--- src/adc_eq_pkg.sv ---
/*
 * ADC equalization front end, shared definitions
 * Widths, register map and the packed structs used by the datapath,
 * the control block and the testbench
 */

package adc_eq_pkg;

   // Widths --------------------
   localparam int ADC_DW = 14;   // ADC sample
   localparam int AA_W   = 18;   // First pole coefficient
   localparam int COEF_W = 25;   // bb, kk, pp
   localparam int BUS_AW = 8;
   localparam int BUS_DW = 32;
   localparam int N_CH   = 2;    // Channels A and B

   // Register map --------------------
   localparam logic [BUS_AW-1:0] REG_AA_A     = 8'h00;
   localparam logic [BUS_AW-1:0] REG_BB_A     = 8'h04;
   localparam logic [BUS_AW-1:0] REG_KK_A     = 8'h08;
   localparam logic [BUS_AW-1:0] REG_PP_A     = 8'h0C;
   localparam logic [BUS_AW-1:0] REG_AA_B     = 8'h10;
   localparam logic [BUS_AW-1:0] REG_BB_B     = 8'h14;
   localparam logic [BUS_AW-1:0] REG_KK_B     = 8'h18;
   localparam logic [BUS_AW-1:0] REG_PP_B     = 8'h1C;
   localparam logic [BUS_AW-1:0] REG_FMT      = 8'h40;  // [0] offs A, [1] inv A, [3:2] B
   localparam logic [BUS_AW-1:0] REG_PEAK_CLR = 8'h44;  // Write only, data ignored
   localparam logic [BUS_AW-1:0] REG_MAX_A    = 8'h50;  // Read only
   localparam logic [BUS_AW-1:0] REG_MIN_A    = 8'h54;
   localparam logic [BUS_AW-1:0] REG_MAX_B    = 8'h58;
   localparam logic [BUS_AW-1:0] REG_MIN_B    = 8'h5C;

   // Types --------------------
   typedef logic signed [ADC_DW-1:0] adc_smp_t;

   // Full scale of one sample
   localparam adc_smp_t SMP_MAX = adc_smp_t'(2**(ADC_DW-1) - 1);
   localparam adc_smp_t SMP_MIN = adc_smp_t'(-(2**(ADC_DW-1)));

   typedef struct packed {
      logic signed [AA_W-1:0]   aa;  // Pole 1, 2^-25 scale
      logic signed [COEF_W-1:0] bb;  // FIR
      logic signed [COEF_W-1:0] kk;  // Output gain
      logic signed [COEF_W-1:0] pp;  // Pole 2, 2^-16 scale
   } eq_coef_t;

   typedef struct packed {
      logic offset_bin;  // Flip MSB
      logic invert;      // Negate
   } fmt_cfg_t;

   typedef struct packed {
      logic              wr;
      logic              rd;
      logic [BUS_AW-1:0] addr;
      logic [BUS_DW-1:0] wdata;
   } bus_req_t;

   typedef struct packed {
      logic              rvalid;
      logic [BUS_DW-1:0] rdata;
   } bus_rsp_t;

   typedef struct packed {
      adc_smp_t max;
      adc_smp_t min;
   } peak_t;

endpackage
--- src/adc_eq_regs.sv ---
/*
 * Register block of the ADC front end
 * Coefficient and format registers, peak clear strobe
 * and registered readback for the processor bus
 */

`timescale 1ns/1ps

module adc_eq_regs import adc_eq_pkg::*; (
   input  logic     adc_clk_i,
   input  logic     adc_rstn_i,
   input  bus_req_t bus_req_i,
   output bus_rsp_t bus_rsp_o,
   output eq_coef_t coef_a_o,
   output eq_coef_t coef_b_o,
   output fmt_cfg_t fmt_a_o,
   output fmt_cfg_t fmt_b_o,
   output logic     peak_clr_o,
   input  peak_t    peak_a_i,
   input  peak_t    peak_b_i
);

   eq_coef_t          coef_a_q;
   eq_coef_t          coef_b_q;
   fmt_cfg_t          fmt_a_q;
   fmt_cfg_t          fmt_b_q;
   logic              peak_clr_q;
   logic [BUS_DW-1:0] rd_mux;
   bus_rsp_t          rsp_q;

   // Write side --------------------
   always_ff @(posedge adc_clk_i) begin
      if (!adc_rstn_i) begin
         coef_a_q   <= '0;
         coef_b_q   <= '0;
         fmt_a_q    <= '0;
         fmt_b_q    <= '0;
         peak_clr_q <= 1'b0;
      end else begin
         peak_clr_q <= bus_req_i.wr && (bus_req_i.addr == REG_PEAK_CLR);  // One cycle
         if (bus_req_i.wr) begin
            // Low bits of the word only
            case (bus_req_i.addr)
               REG_AA_A: coef_a_q.aa <= bus_req_i.wdata[AA_W-1:0];
               REG_BB_A: coef_a_q.bb <= bus_req_i.wdata[COEF_W-1:0];
               REG_KK_A: coef_a_q.kk <= bus_req_i.wdata[COEF_W-1:0];
               REG_PP_A: coef_a_q.pp <= bus_req_i.wdata[COEF_W-1:0];
               REG_AA_B: coef_b_q.aa <= bus_req_i.wdata[AA_W-1:0];
               REG_BB_B: coef_b_q.bb <= bus_req_i.wdata[COEF_W-1:0];
               REG_KK_B: coef_b_q.kk <= bus_req_i.wdata[COEF_W-1:0];
               REG_PP_B: coef_b_q.pp <= bus_req_i.wdata[COEF_W-1:0];
               REG_FMT: begin
                  fmt_a_q.offset_bin <= bus_req_i.wdata[0];
                  fmt_a_q.invert     <= bus_req_i.wdata[1];
                  fmt_b_q.offset_bin <= bus_req_i.wdata[2];
                  fmt_b_q.invert     <= bus_req_i.wdata[3];
               end
               default: ;   // Read-only or unmapped
            endcase
         end
      end
   end

   // Read side --------------------
   always_comb begin
      case (bus_req_i.addr)
         REG_AA_A:  rd_mux = {{(BUS_DW-AA_W){1'b0}}, coef_a_q.aa};
         REG_BB_A:  rd_mux = {{(BUS_DW-COEF_W){1'b0}}, coef_a_q.bb};
         REG_KK_A:  rd_mux = {{(BUS_DW-COEF_W){1'b0}}, coef_a_q.kk};
         REG_PP_A:  rd_mux = {{(BUS_DW-COEF_W){1'b0}}, coef_a_q.pp};
         REG_AA_B:  rd_mux = {{(BUS_DW-AA_W){1'b0}}, coef_b_q.aa};
         REG_BB_B:  rd_mux = {{(BUS_DW-COEF_W){1'b0}}, coef_b_q.bb};
         REG_KK_B:  rd_mux = {{(BUS_DW-COEF_W){1'b0}}, coef_b_q.kk};
         REG_PP_B:  rd_mux = {{(BUS_DW-COEF_W){1'b0}}, coef_b_q.pp};
         REG_FMT:   rd_mux = {{(BUS_DW-4){1'b0}}, fmt_b_q.invert, fmt_b_q.offset_bin,
                              fmt_a_q.invert, fmt_a_q.offset_bin};
         // Peak values sign-extended
         REG_MAX_A: rd_mux = {{(BUS_DW-ADC_DW){peak_a_i.max[ADC_DW-1]}}, peak_a_i.max};
         REG_MIN_A: rd_mux = {{(BUS_DW-ADC_DW){peak_a_i.min[ADC_DW-1]}}, peak_a_i.min};
         REG_MAX_B: rd_mux = {{(BUS_DW-ADC_DW){peak_b_i.max[ADC_DW-1]}}, peak_b_i.max};
         REG_MIN_B: rd_mux = {{(BUS_DW-ADC_DW){peak_b_i.min[ADC_DW-1]}}, peak_b_i.min};
         default:   rd_mux = '0;
      endcase
   end

   always_ff @(posedge adc_clk_i) begin
      if (!adc_rstn_i) begin
         rsp_q <= '0;
      end else begin
         rsp_q.rvalid <= bus_req_i.rd;
         rsp_q.rdata  <= bus_req_i.rd ? rd_mux : '0;  // Zero outside a read
      end
   end

   assign bus_rsp_o  = rsp_q;
   assign coef_a_o   = coef_a_q;
   assign coef_b_o   = coef_b_q;
   assign fmt_a_o    = fmt_a_q;
   assign fmt_b_o    = fmt_b_q;
   assign peak_clr_o = peak_clr_q;

   // Bus protocol checks
   a_no_wr_rd: assert property (@(posedge adc_clk_i) disable iff (!adc_rstn_i)
      !(bus_req_i.wr && bus_req_i.rd))
      else $error("write and read strobes high together");

   a_rvalid_after_rd: assert property (@(posedge adc_clk_i) disable iff (!adc_rstn_i)
      bus_rsp_o.rvalid |-> $past(bus_req_i.rd))
      else $error("rvalid without a read one cycle earlier");

endmodule

--- config.mk ---
export PLATFORM = sky130hd
export DESIGN_NAME = adc_eq_regs
export DESIGN_NICKNAME = d
export VERILOG_FILES = /design/src/adc_eq_pkg.sv /design/src/adc_eq_regs.sv
export SDC_FILE = /design/constraint.sdc
export NUM_CORES = 1
export LEC_CHECK = 0
export ABC_AREA = 1
export BUFFER_PORTS_ARGS = -buffer_cell sky130_fd_sc_hd__buf_2
export CAP_MARGIN = 0
export CORE_ASPECT_RATIO = 1.75
export CORE_MARGIN = 1.5
export CORE_UTILIZATION = 46
export CTS_CLUSTER_SIZE = 12
export DETAILED_ROUTE_END_ITERATION = 8
export GPL_ROUTABILITY_DRIVEN = 0
export PLACE_DENSITY = 0.82
export SYNTH_ARGS = -nofsm -noshare
export SYNTH_HDL_FRONTEND = slang
export SYNTH_SLANG_ARGS = --single-unit
--- constraint.sdc ---
create_clock -name adc_clk_i -period 2.95 [get_ports adc_clk_i]
set_input_delay 0 -clock adc_clk_i [delete_from_list [all_inputs] [get_ports adc_clk_i]]
set_output_delay 0 -clock adc_clk_i [all_outputs]
set_load 0.02 [all_outputs]
After elaboration in Yosys (flattened, before gate mapping)
Index checks and enable logic that the tools add are counted.
{ "totals": {"register_bits": 224, "word_cells": 41, "out_inout_bits": 224, "inputBits": 100} }
{ "classes": {"n_eq_ne": 13, "muxes": 1, "reduce_logical": 12} }
{ "op_table": {"columns": ["operator", "n"], "rows": [
  ["$pmux W32 S13", 1],
  ["$eq A8 B7 Y1 const B", 6],
  ["$eq A8 B5 Y1 const B", 4],
  ["$reduce_and A2 Y1", 10],
  ["$eq A8 B4 Y1 const B", 2],
  ["$eq A8 B3 Y1 const B", 1],
  ["$logic_not A8 Y1", 1],
  ["$logic_and A1 B1 Y1", 1]
]} }

Logic depth before layout (Yosys ltp)
Gate-level depths: netlist of run 1.
{ "logic_depth": {"ltp_word": 2, "depth_mapped": 11, "depth_no_buf": 11} }

Least setup slack after synthesis of run 1
OpenSTA, ideal clock, no wires.
{ "synth_path": {"path_type": "input to register", "from": "input port bus_req_i[37] (netlist name)", "to": "register coef_b_q, in the netlist coef_b_o[83]", "cell_stages": 9, "setup_time_ps": 116, "setup_slack_ps": 1854, "required_time_ps": 2834, "path_buffers": 1, "arrival_ps": 981, "cell_sequence": "inv_1 -> nand2_2 -> nor2_4 -> inv_2 -> nor3_4 -> inv_2 -> buf_6 -> nor2_1 -> nor2_1"} }
{ "synth_between": {"elab_chain_cells": 2} }
{ "synth_rtl": {"columns": ["item", "line", "source"], "rows": [
  ["start: declaration", "adc_eq_regs.sv:12", "input bus_req_t bus_req_i,"],
  ["$eq A8 B5 Y1", "adc_eq_regs.sv:43", "case (bus_req_i.addr)"],
  ["$reduce_and A2 Y1 (no line)", null, null],
  ["end: declaration", "adc_eq_regs.sv:24", "eq_coef_t coef_b_q;"]
]} }
Every way passes these cells.
A chain may end at the register's enable or synchronous reset.

Final worst setup path of run 1
{ "layout_path": {"from": "input port bus_req_i[36] (netlist name)", "to": "register rsp_q, in the netlist bus_rsp_o[5]"} }
{ "layout_between": {"elab_chain_cells": 2, "word_cells_on_any_way": 14, "classes_between": "12 x eq/ne; 1 x mux; 1 x reduce/logical"} }
{ "layout_rtl": {"columns": ["item", "line", "source"], "rows": [
  ["$eq A8 B7 Y1 (tied with other cells)", "adc_eq_regs.sv:66", "case (bus_req_i.addr)"],
  ["$pmux W32 S13 *", "adc_eq_regs.sv:66", null],
  ["end: declaration", "adc_eq_regs.sv:29", "bus_rsp_t rsp_q;"]
]} }
Mark *: on every way between the ends. The rest lies on a longest branch, timed or not.

==> flow_summary.yaml, run 1 <==
sta:
  final_max_slew_viol_count: 0
  tightestPinTransition_ns: 0.889
  max_freq_mhz: 356
  finalSetupViolations: 0
  final.hold.worst_slack_ns: 0.0664
  finalWorstPathRequiredPeriod_ns: 2.81
  hold_viol_final: 0
  final.setup_skew_ns: 0.00663
  setup_total_negative_slack_ns: 0
  max_slew_margin: 0.408
  setup_repair_after_global_routing_missed_its_margin: "no"
  min_period_over_period: 0.952
grt:
  grt_start_max_net_pins: 104
  all_layer_global_routing_usage: 0.317
  globalRoute.busiestLayer: "met2"
  global_route.usage.met2: 0.524
  grt_pass1_vias: 10845
  grt_pass1_wl_microns: 56000
  fraction_of_met3_tracks_used_by_global_routing: 0.0483
  grt_antenna_before_repair: 0
  overflow: 0
  grtUsageMet1: 0.360
floorplanning:
  dieHeight_microns: 197
  die_width_microns: 114
  ioPinCount: 324
  std_cell_rows: 70
  die_ar_sq_um: 22300
  fp.coreArea_sq_um: 20900
  initial_utilization: 0.470
placed_design:
  port-buffer-count: 316
  place.detailed.hpwl_microns: 24300
cells_and_area:
  final_nets: 1887
  syn_to_final_growth_pct: 29.9
  area_of_the_multi_input_gates_sq_um: 4540
  antenna_cells: 0
  post_route_cells_drive_above_1_share: 0.219
  fill_cells: 1836
  seqCellArea_sq_um: 4360
critical_path:
  critPathCaptureType: "flop"
  critPathMaxFanout: 20
  crit_type: "in2reg"
  r2r.worst_path.cells: 8
  worstPathRequired_ns: 3.41
  critical_path_arrival_ns: 3.26
  setup.worst_path.start_class: "input port"
  regToRegSetupSlack_ns: 0.95
yosys:
  synth-seq-cells: 218
  synth.area.top_cells: "sky130_fd_sc_hd__dfxtp_1, sky130_fd_sc_hd__nor2_1, sky130_fd_sc_hd__nand3_1"
  post-synth-top-area-fraction: 0.443
  post_synth_top_flop: "sky130_fd_sc_hd__dfxtp_1"
  yosysTopAreaCell: "sky130_fd_sc_hd__dfxtp_1"
  async_flop_share: 0
  yosysSeqAreaShare: 0.443
  area_of_the_mapped_netlist_sq_um: 9850
  syn-instance-count: 1460
  synth_fp_nets: 1560
  yosys.cell_types.count: 21
  ys.warnings.count: 0
  post-synth-top-count-cell: "sky130_fd_sc_hd__nor2_1"
  synth_top_cells_by_count: "sky130_fd_sc_hd__nor2_1, sky130_fd_sc_hd__dfxtp_1, sky130_fd_sc_hd__nand3_1, sky130_fd_sc_hd__o21ai_0, sky130_fd_sc_hd__nand2_1"
  syn_avg_cell_area_sq_um: 6.74
  number_of_enable_flip_flop_cells_after_synthesis: 0
detailed_routing:
  finalWirelength_microns: 37300
  route.detailed.wl_per_inst_microns: 18.2
  dr.pass1.iters: 8
  route.detailed.vias_per_inst: 5.66
  post-route-drc-count: 0
  via_count: 11576
  ant_nets: 0
  dr.first_iter.drc_count: 1026
clock_network:
  ctsHtreeMaxLevel: 1
  cts_tree: "yes"
  numCtsBuffers: 23
  worst_skew_pair.late_latency_ns: 0.51
  post-cts-setup-buffers: 0
  cts_max_path_buffers: 3
  tritoncts_num_sinks: 218
  clkSlewWorstSetupHoldPaths_ns: 0.06
  cts_root_buffer: "sky130_fd_sc_hd__clkbuf_16"
run:
  timing.max_cap.violations: 0
pwr:
  power.density_cell_area_nw_per_um2: 473
  worst_ir_drop_vdd_mv: 0.350
  cellLeakagePower_nw: 6.49
outcome:
  status: "complete, no violations"
worst_hold_path:
  worst_hold_path_type: "in2reg"
  holdPathStages: 6
[final cells by class]
| class | instances | share of cell area |
|---|---|---|
| tap | 252 | 0.0247 |
| clock inverter | 3 | 0.00391 |
| sequential | 218 | 0.341 |
| multi-input combinational | 1021 | 0.355 |
| inverter | 115 | 0.0342 |
| timing repair buffer | 408 | 0.192 |
| clock buffer | 29 | 0.0491 |
[stage by stage]
| step | worst slack [ns] | power [mW] | area [sq um] | utilization | cells |
|---|---|---|---|---|---|
| after global routing | 0.0168 | 6.19 | 12800 | 0.611 | 2046 |
| after detailed placement | 0.854 | 3.32 | 11400 | 0.544 | 1943 |
| after floorplan | 1.85 | 3.17 | 9850 | - | 1460 |
| after global placement | 0.928 | 3.31 | 11400 | 0.544 | 1943 |
| final | 0.142 | 6.05 | 12800 | 0.611 | 2046 |
| after CTS | 0.0626 | 6.05 | 12800 | 0.610 | 2045 |
[power by group]
part	internal (mW)	switching, mW	leakage [nW]
registers	2.95	0.00535	1.76
logic	0.128	0.232	4.40
clock network	1.57	1.16	0.333
[flip-flops by register name, summed over array words and instances, names as in the netlist]
name / count
coef_b_o: 93
fmt_a_o: 2
fmt_b_o: 2
peak_clr_o: 1
bus_rsp_o: 27
coef_a_o: 93
[logic make-up after synthesis]
kind of cell,count (synthesis),synth area share
flops,218,0.443
buf+inv,222,0.0980
compound gates,267,0.136
simple gates,753,0.323
[layer usage]
layer | wire length, microns | share of wire | up-vias
met2 | 17400 | 0.47 | 845
li1 | - | - | 5329
met4 | 3200 | 0.086 | 0
met5 | 0 | 0 | -
met1 | 13300 | 0.36 | 5171
met3 | 3340 | 0.089 | 231
[final timing paths]
| path | from | endpoint |
|---|---|---|
| setup / recovery | bus_req_i[36] | bus_rsp_o[5] |
| hold / removal | peak_b_i[27] | bus_rsp_o[30] |
| setup reg to reg | coef_a_o[58] | bus_rsp_o[8] |
| hold reg to reg | coef_b_o[33] | coef_b_o[33] |
[placed cells by master (no fill, tap or decap), drive strengths merged]
cell and count:
a21oi 67, dfxtp 218, nor2 354, inv 117
nor3 2, nand3 212, bufinv 1, dlygate4sd3 70
nand2 185, buf 338, o21ai 200, nand4 1
clkbuf 29
[worst max-delay path, cell delays in order]
cell and delay, ns:
sky130_fd_sc_hd__dlygate4sd3_1 0.53, sky130_fd_sc_hd__buf_2 0.15, sky130_fd_sc_hd__nor2_1 0.11, sky130_fd_sc_hd__nand2_2 0.17
sky130_fd_sc_hd__inv_6 0.21, sky130_fd_sc_hd__buf_4 0.28, sky130_fd_sc_hd__nand2_1 0.22, sky130_fd_sc_hd__o21ai_0 0.25
sky130_fd_sc_hd__nor2_1 0.07, sky130_fd_sc_hd__dlygate4sd3_1 0.56, sky130_fd_sc_hd__nand3_1 0.06, sky130_fd_sc_hd__dlygate4sd3_1 0.55
sky130_fd_sc_hd__nand2_1 0.05, sky130_fd_sc_hd__inv_1 0.05
[repair_timing]
action,4_1_cts,5_1_grt
gates resized for setup,0,3
hold endpoints to repair,205,0
setup endpoints to repair,0,8
hold buffers,70,0
Note: power is estimated with default switching activity, not from simulation.
==> run 2: changes to the inputs <==
--- a/config.mk
+++ b/config.mk
@@ -5,7 +5,6 @@
 export SDC_FILE = /design/constraint.sdc
 export NUM_CORES = 1
 export LEC_CHECK = 0
-export ABC_AREA = 1
 export BUFFER_PORTS_ARGS = -buffer_cell sky130_fd_sc_hd__buf_2
 export CAP_MARGIN = 0
 export CORE_ASPECT_RATIO = 1.75
@@ -14,7 +13,7 @@
 export CTS_CLUSTER_SIZE = 12
 export DETAILED_ROUTE_END_ITERATION = 8
 export GPL_ROUTABILITY_DRIVEN = 0
-export PLACE_DENSITY = 0.82
+export PLACE_DENSITY = 0.81
 export SYNTH_ARGS = -nofsm -noshare
 export SYNTH_HDL_FRONTEND = slang
 export SYNTH_SLANG_ARGS = --single-unit
==> constraint.sdc (replaced) <==
create_clock -name adc_clk_i -period 2.95 [get_ports adc_clk_i]
set_input_delay 0.4425 -clock adc_clk_i [delete_from_list [all_inputs] [get_ports adc_clk_i]]
set_output_delay 0.4425 -clock adc_clk_i [all_outputs]
set_load 0.02 [all_outputs]
==> run 2 against run 1 <==
Compared with the run above:
- first-iteration DRC count fell by 1.9%
- count of clock-buffer cells in the layout decreased by 3
- register-to-register slack gained 0.47 ns
- sequential power is essentially flat
- core utilization down 2.9 points
- setup slack gained 0.71 ns
- area after synthesis up 3.1%
- wire length up 6.8%
- critical path type unchanged
==> flow_summary.yaml, run 2 <==
outcome:
  status: "complete, no violations"
cells_and_area:
  syn_to_final_growth_pct: 23.8
  post_route_cells_drive_above_1_share: 0.283
  final_cell_mix: "sky130_fd_sc_hd__nand2_1, sky130_fd_sc_hd__buf_2, sky130_fd_sc_hd__dfxtp_1"
  final_nets: 1619
  fill_cells: 1959
  fin_cells: 1815
  mostFrequentLayoutCell: "sky130_fd_sc_hd__nand2_1"
yosys:
  yosysTopAreaCell: "sky130_fd_sc_hd__dfxtp_1"
  synth-simple-area-share: 0.211
  largest_family_of_logic_cells_by_synthesized_area: "compound AO/OA/AOI/OAI gates"
  synth-seq-cells: 218
  area_of_the_mapped_netlist_sq_um: 10100
  syn-instance-count: 1248
  yosys.area_share.xor_xnor: 0
  synth_fp_nets: 1348
  synth-compound-area-share: 0.242
  post_synth_top_flop: "sky130_fd_sc_hd__dfxtp_1"
  ys.warnings.count: 0
  synth_fa_ha_area_frac: 0
  number_of_enable_flip_flop_cells_after_synthesis: 0
  post-synth-top-area-fraction: 0.430
  synth_top_cells_by_count: "sky130_fd_sc_hd__nand2_1, sky130_fd_sc_hd__dfxtp_1, sky130_fd_sc_hd__a21boi_0, sky130_fd_sc_hd__a21boi_1, sky130_fd_sc_hd__clkbuf_1"
  yosys-mux-area-fraction: 0.0577
  async_flop_share: 0
  yosysSeqAreaShare: 0.430
  synth.area.top_cells: "sky130_fd_sc_hd__dfxtp_1, sky130_fd_sc_hd__nand2_1, sky130_fd_sc_hd__a21boi_0"
  post-synth-top-count-cell: "sky130_fd_sc_hd__nand2_1"
  yosys.cell_types.count: 52
  syn_avg_cell_area_sq_um: 8.13
sta:
  hold_viol_final: 0
  setup_total_negative_slack_ns: 0
  finalWorstPathRequiredPeriod_ns: 2.10
  finalSetupViolations: 0
  max_slew_margin: 0.532
  max_freq_mhz: 476
  setup_repair_after_global_routing_missed_its_margin: "no"
  final.setup_skew_ns: 0.00804
  tightestPinTransition_ns: 0.699
  min_period_over_period: 0.711
  final_max_slew_viol_count: 0
critical_path:
  setup.worst_path.start_class: "input port"
  crit_top_cell: "sky130_fd_sc_hd__nand2_1"
  worstPathCellList: "buf_2, nor2_1, nand2_1, nor2_4, buf_12, nand2_1, a21boi_0"
  critical_path_arrival_ns: 2.53
  timing.critical_path.max_delay_family: "simple AND/OR/NAND/NOR gates"
  cp-startpoint: "bus_req_i[33]"
  timing.critical_path.buf_inv: 2
  r2r_start: "coef_a_o[62]"
  critPathMaxFanout: 17
  worstPathRequired_ns: 3.38
  critPathCaptureType: "flop"
  critical_path.slowest_cell: "sky130_fd_sc_hd__nor2_1"
  crit_type: "in2reg"
  max_stage_delay_ns: 0.52
floorplanning:
  initial_utilization: 0.470
  dieHeight_microns: 199
  ioPinCount: 324
  die_ar_sq_um: 23000
  fp.coreArea_sq_um: 21600
  std_cell_rows: 71
  die_width_microns: 115
pwr:
  power.density_cell_area_nw_per_um2: 467
  post_layout_power_mw: 5.87
  cellLeakagePower_nw: 5.03
  worst_ir_drop_vdd_mv: 0.319
placed_design:
  placed_cells: 1787
  port-buffer-count: 316
  place.detailed.hpwl_microns: 28500
clock_network:
  worst_skew_pair.late_latency_ns: 0.51
  tritoncts_num_sinks: 218
  cts_max_path_buffers: 3
  ctsHoldBuffers: 0
  clkSlewWorstSetupHoldPaths_ns: 0.06
  resized_after_cts: 0
  numCtsBuffers: 22
  cts_root_buffer: "sky130_fd_sc_hd__clkbuf_16"
  ctsHtreeMaxLevel: 1
  cts_tree: "yes"
  post-cts-setup-buffers: 0
detailed_routing:
  dr.pass1.iters: 6
  finalWirelength_microns: 39800
  route.detailed.wl_per_inst_microns: 21.9
  dr.first_iter.drc_count: 1007
  route.detailed.vias_per_inst: 5.83
  post-route-drc-count: 0
  ant_nets: 0
  via_count: 10590
worst_hold_path:
  worstHoldStart: "bus_req_i[40]"
  worst_hold_path_type: "in2reg"
grt:
  grt_pass1_vias: 9986
  overflow: 0
  grt_start_max_net_pins: 192
  grt_antenna_before_repair: 3
  grt_pass1_wl_microns: 57000
  all_layer_global_routing_usage: 0.332
run:
  timing.max_cap.violations: 0
## run 2: changes by cell type in the layout (fill, tap and decap cells not counted), moves of 108 or more
cell                       previous run  this run
sky130_fd_sc_hd__inv_1              108         0
sky130_fd_sc_hd__nand2_1            179       420
sky130_fd_sc_hd__nand3_1            209        18
sky130_fd_sc_hd__a21boi_0             0       110
sky130_fd_sc_hd__o21ai_0            194        30
sky130_fd_sc_hd__nor2_1             345        23
## run 2: path summary, 6_finish.rpt
kind	endpoint	slack, ns	cells after the start
max	coef_a_o[63]	0.85	7
max reg2reg	bus_rsp_o[12]	1.42	4
min	bus_rsp_o[32]	0.20	2
min reg2reg	coef_b_o[87]	0.46	2
## run 2: kinds of logic (layout without fill, tap and decap cells)
kind of cell | Yosys count | in the layout
simple gates | 505 | 505
compound gates | 349 | 349
flops | 218 | 218
buf+inv | 122 | 396
mux | 54 | 54
other cells | 0 | 1
## run 2: per-layer routing
layer,global-route usage,vias to the layer above,wire (microns)
met5,0,-,16
met4,0.269,4,3490
met3,0.0540,210,3510
met2,0.564,711,19600
met1,0.361,4897,13200
li1,-,4768,-
## run 2: cell type report
cell class	count	area (sq um)	area share
clock buffer	26	587	0.0467
sequential	218	4360	0.347
multi-input combinational	908	5190	0.413
antenna	1	2.50	0.000199
clock inverter	1	8.76	0.000697
timing repair buffer	369	2040	0.163
tap	292	365	0.0291
## run 2: through the flow
step / hold slack, ns / util / setup WS, ns / area (sq um)
floorplan: 0.538 / - / 0.968 / 10100
global placement: 0.447 / 0.554 / 0.450 / 12000
detailed placement: 0.453 / 0.554 / 0.411 / 12000
CTS: 0.181 / 0.582 / 0.930 / 12600
global route: 0.186 / 0.582 / 0.730 / 12600
finish: 0.200 / 0.582 / 0.851 / 12600
## run 2: where the power goes
group,switching (mW),internal [mW],leakage [nW],total (mW)
Sequential,0.00278,2.95,1.76,2.95
Clock,1.13,1.39,0.292,2.52
Combinational,0.249,0.148,2.99,0.397
Total,1.38,4.48,5.03,5.87
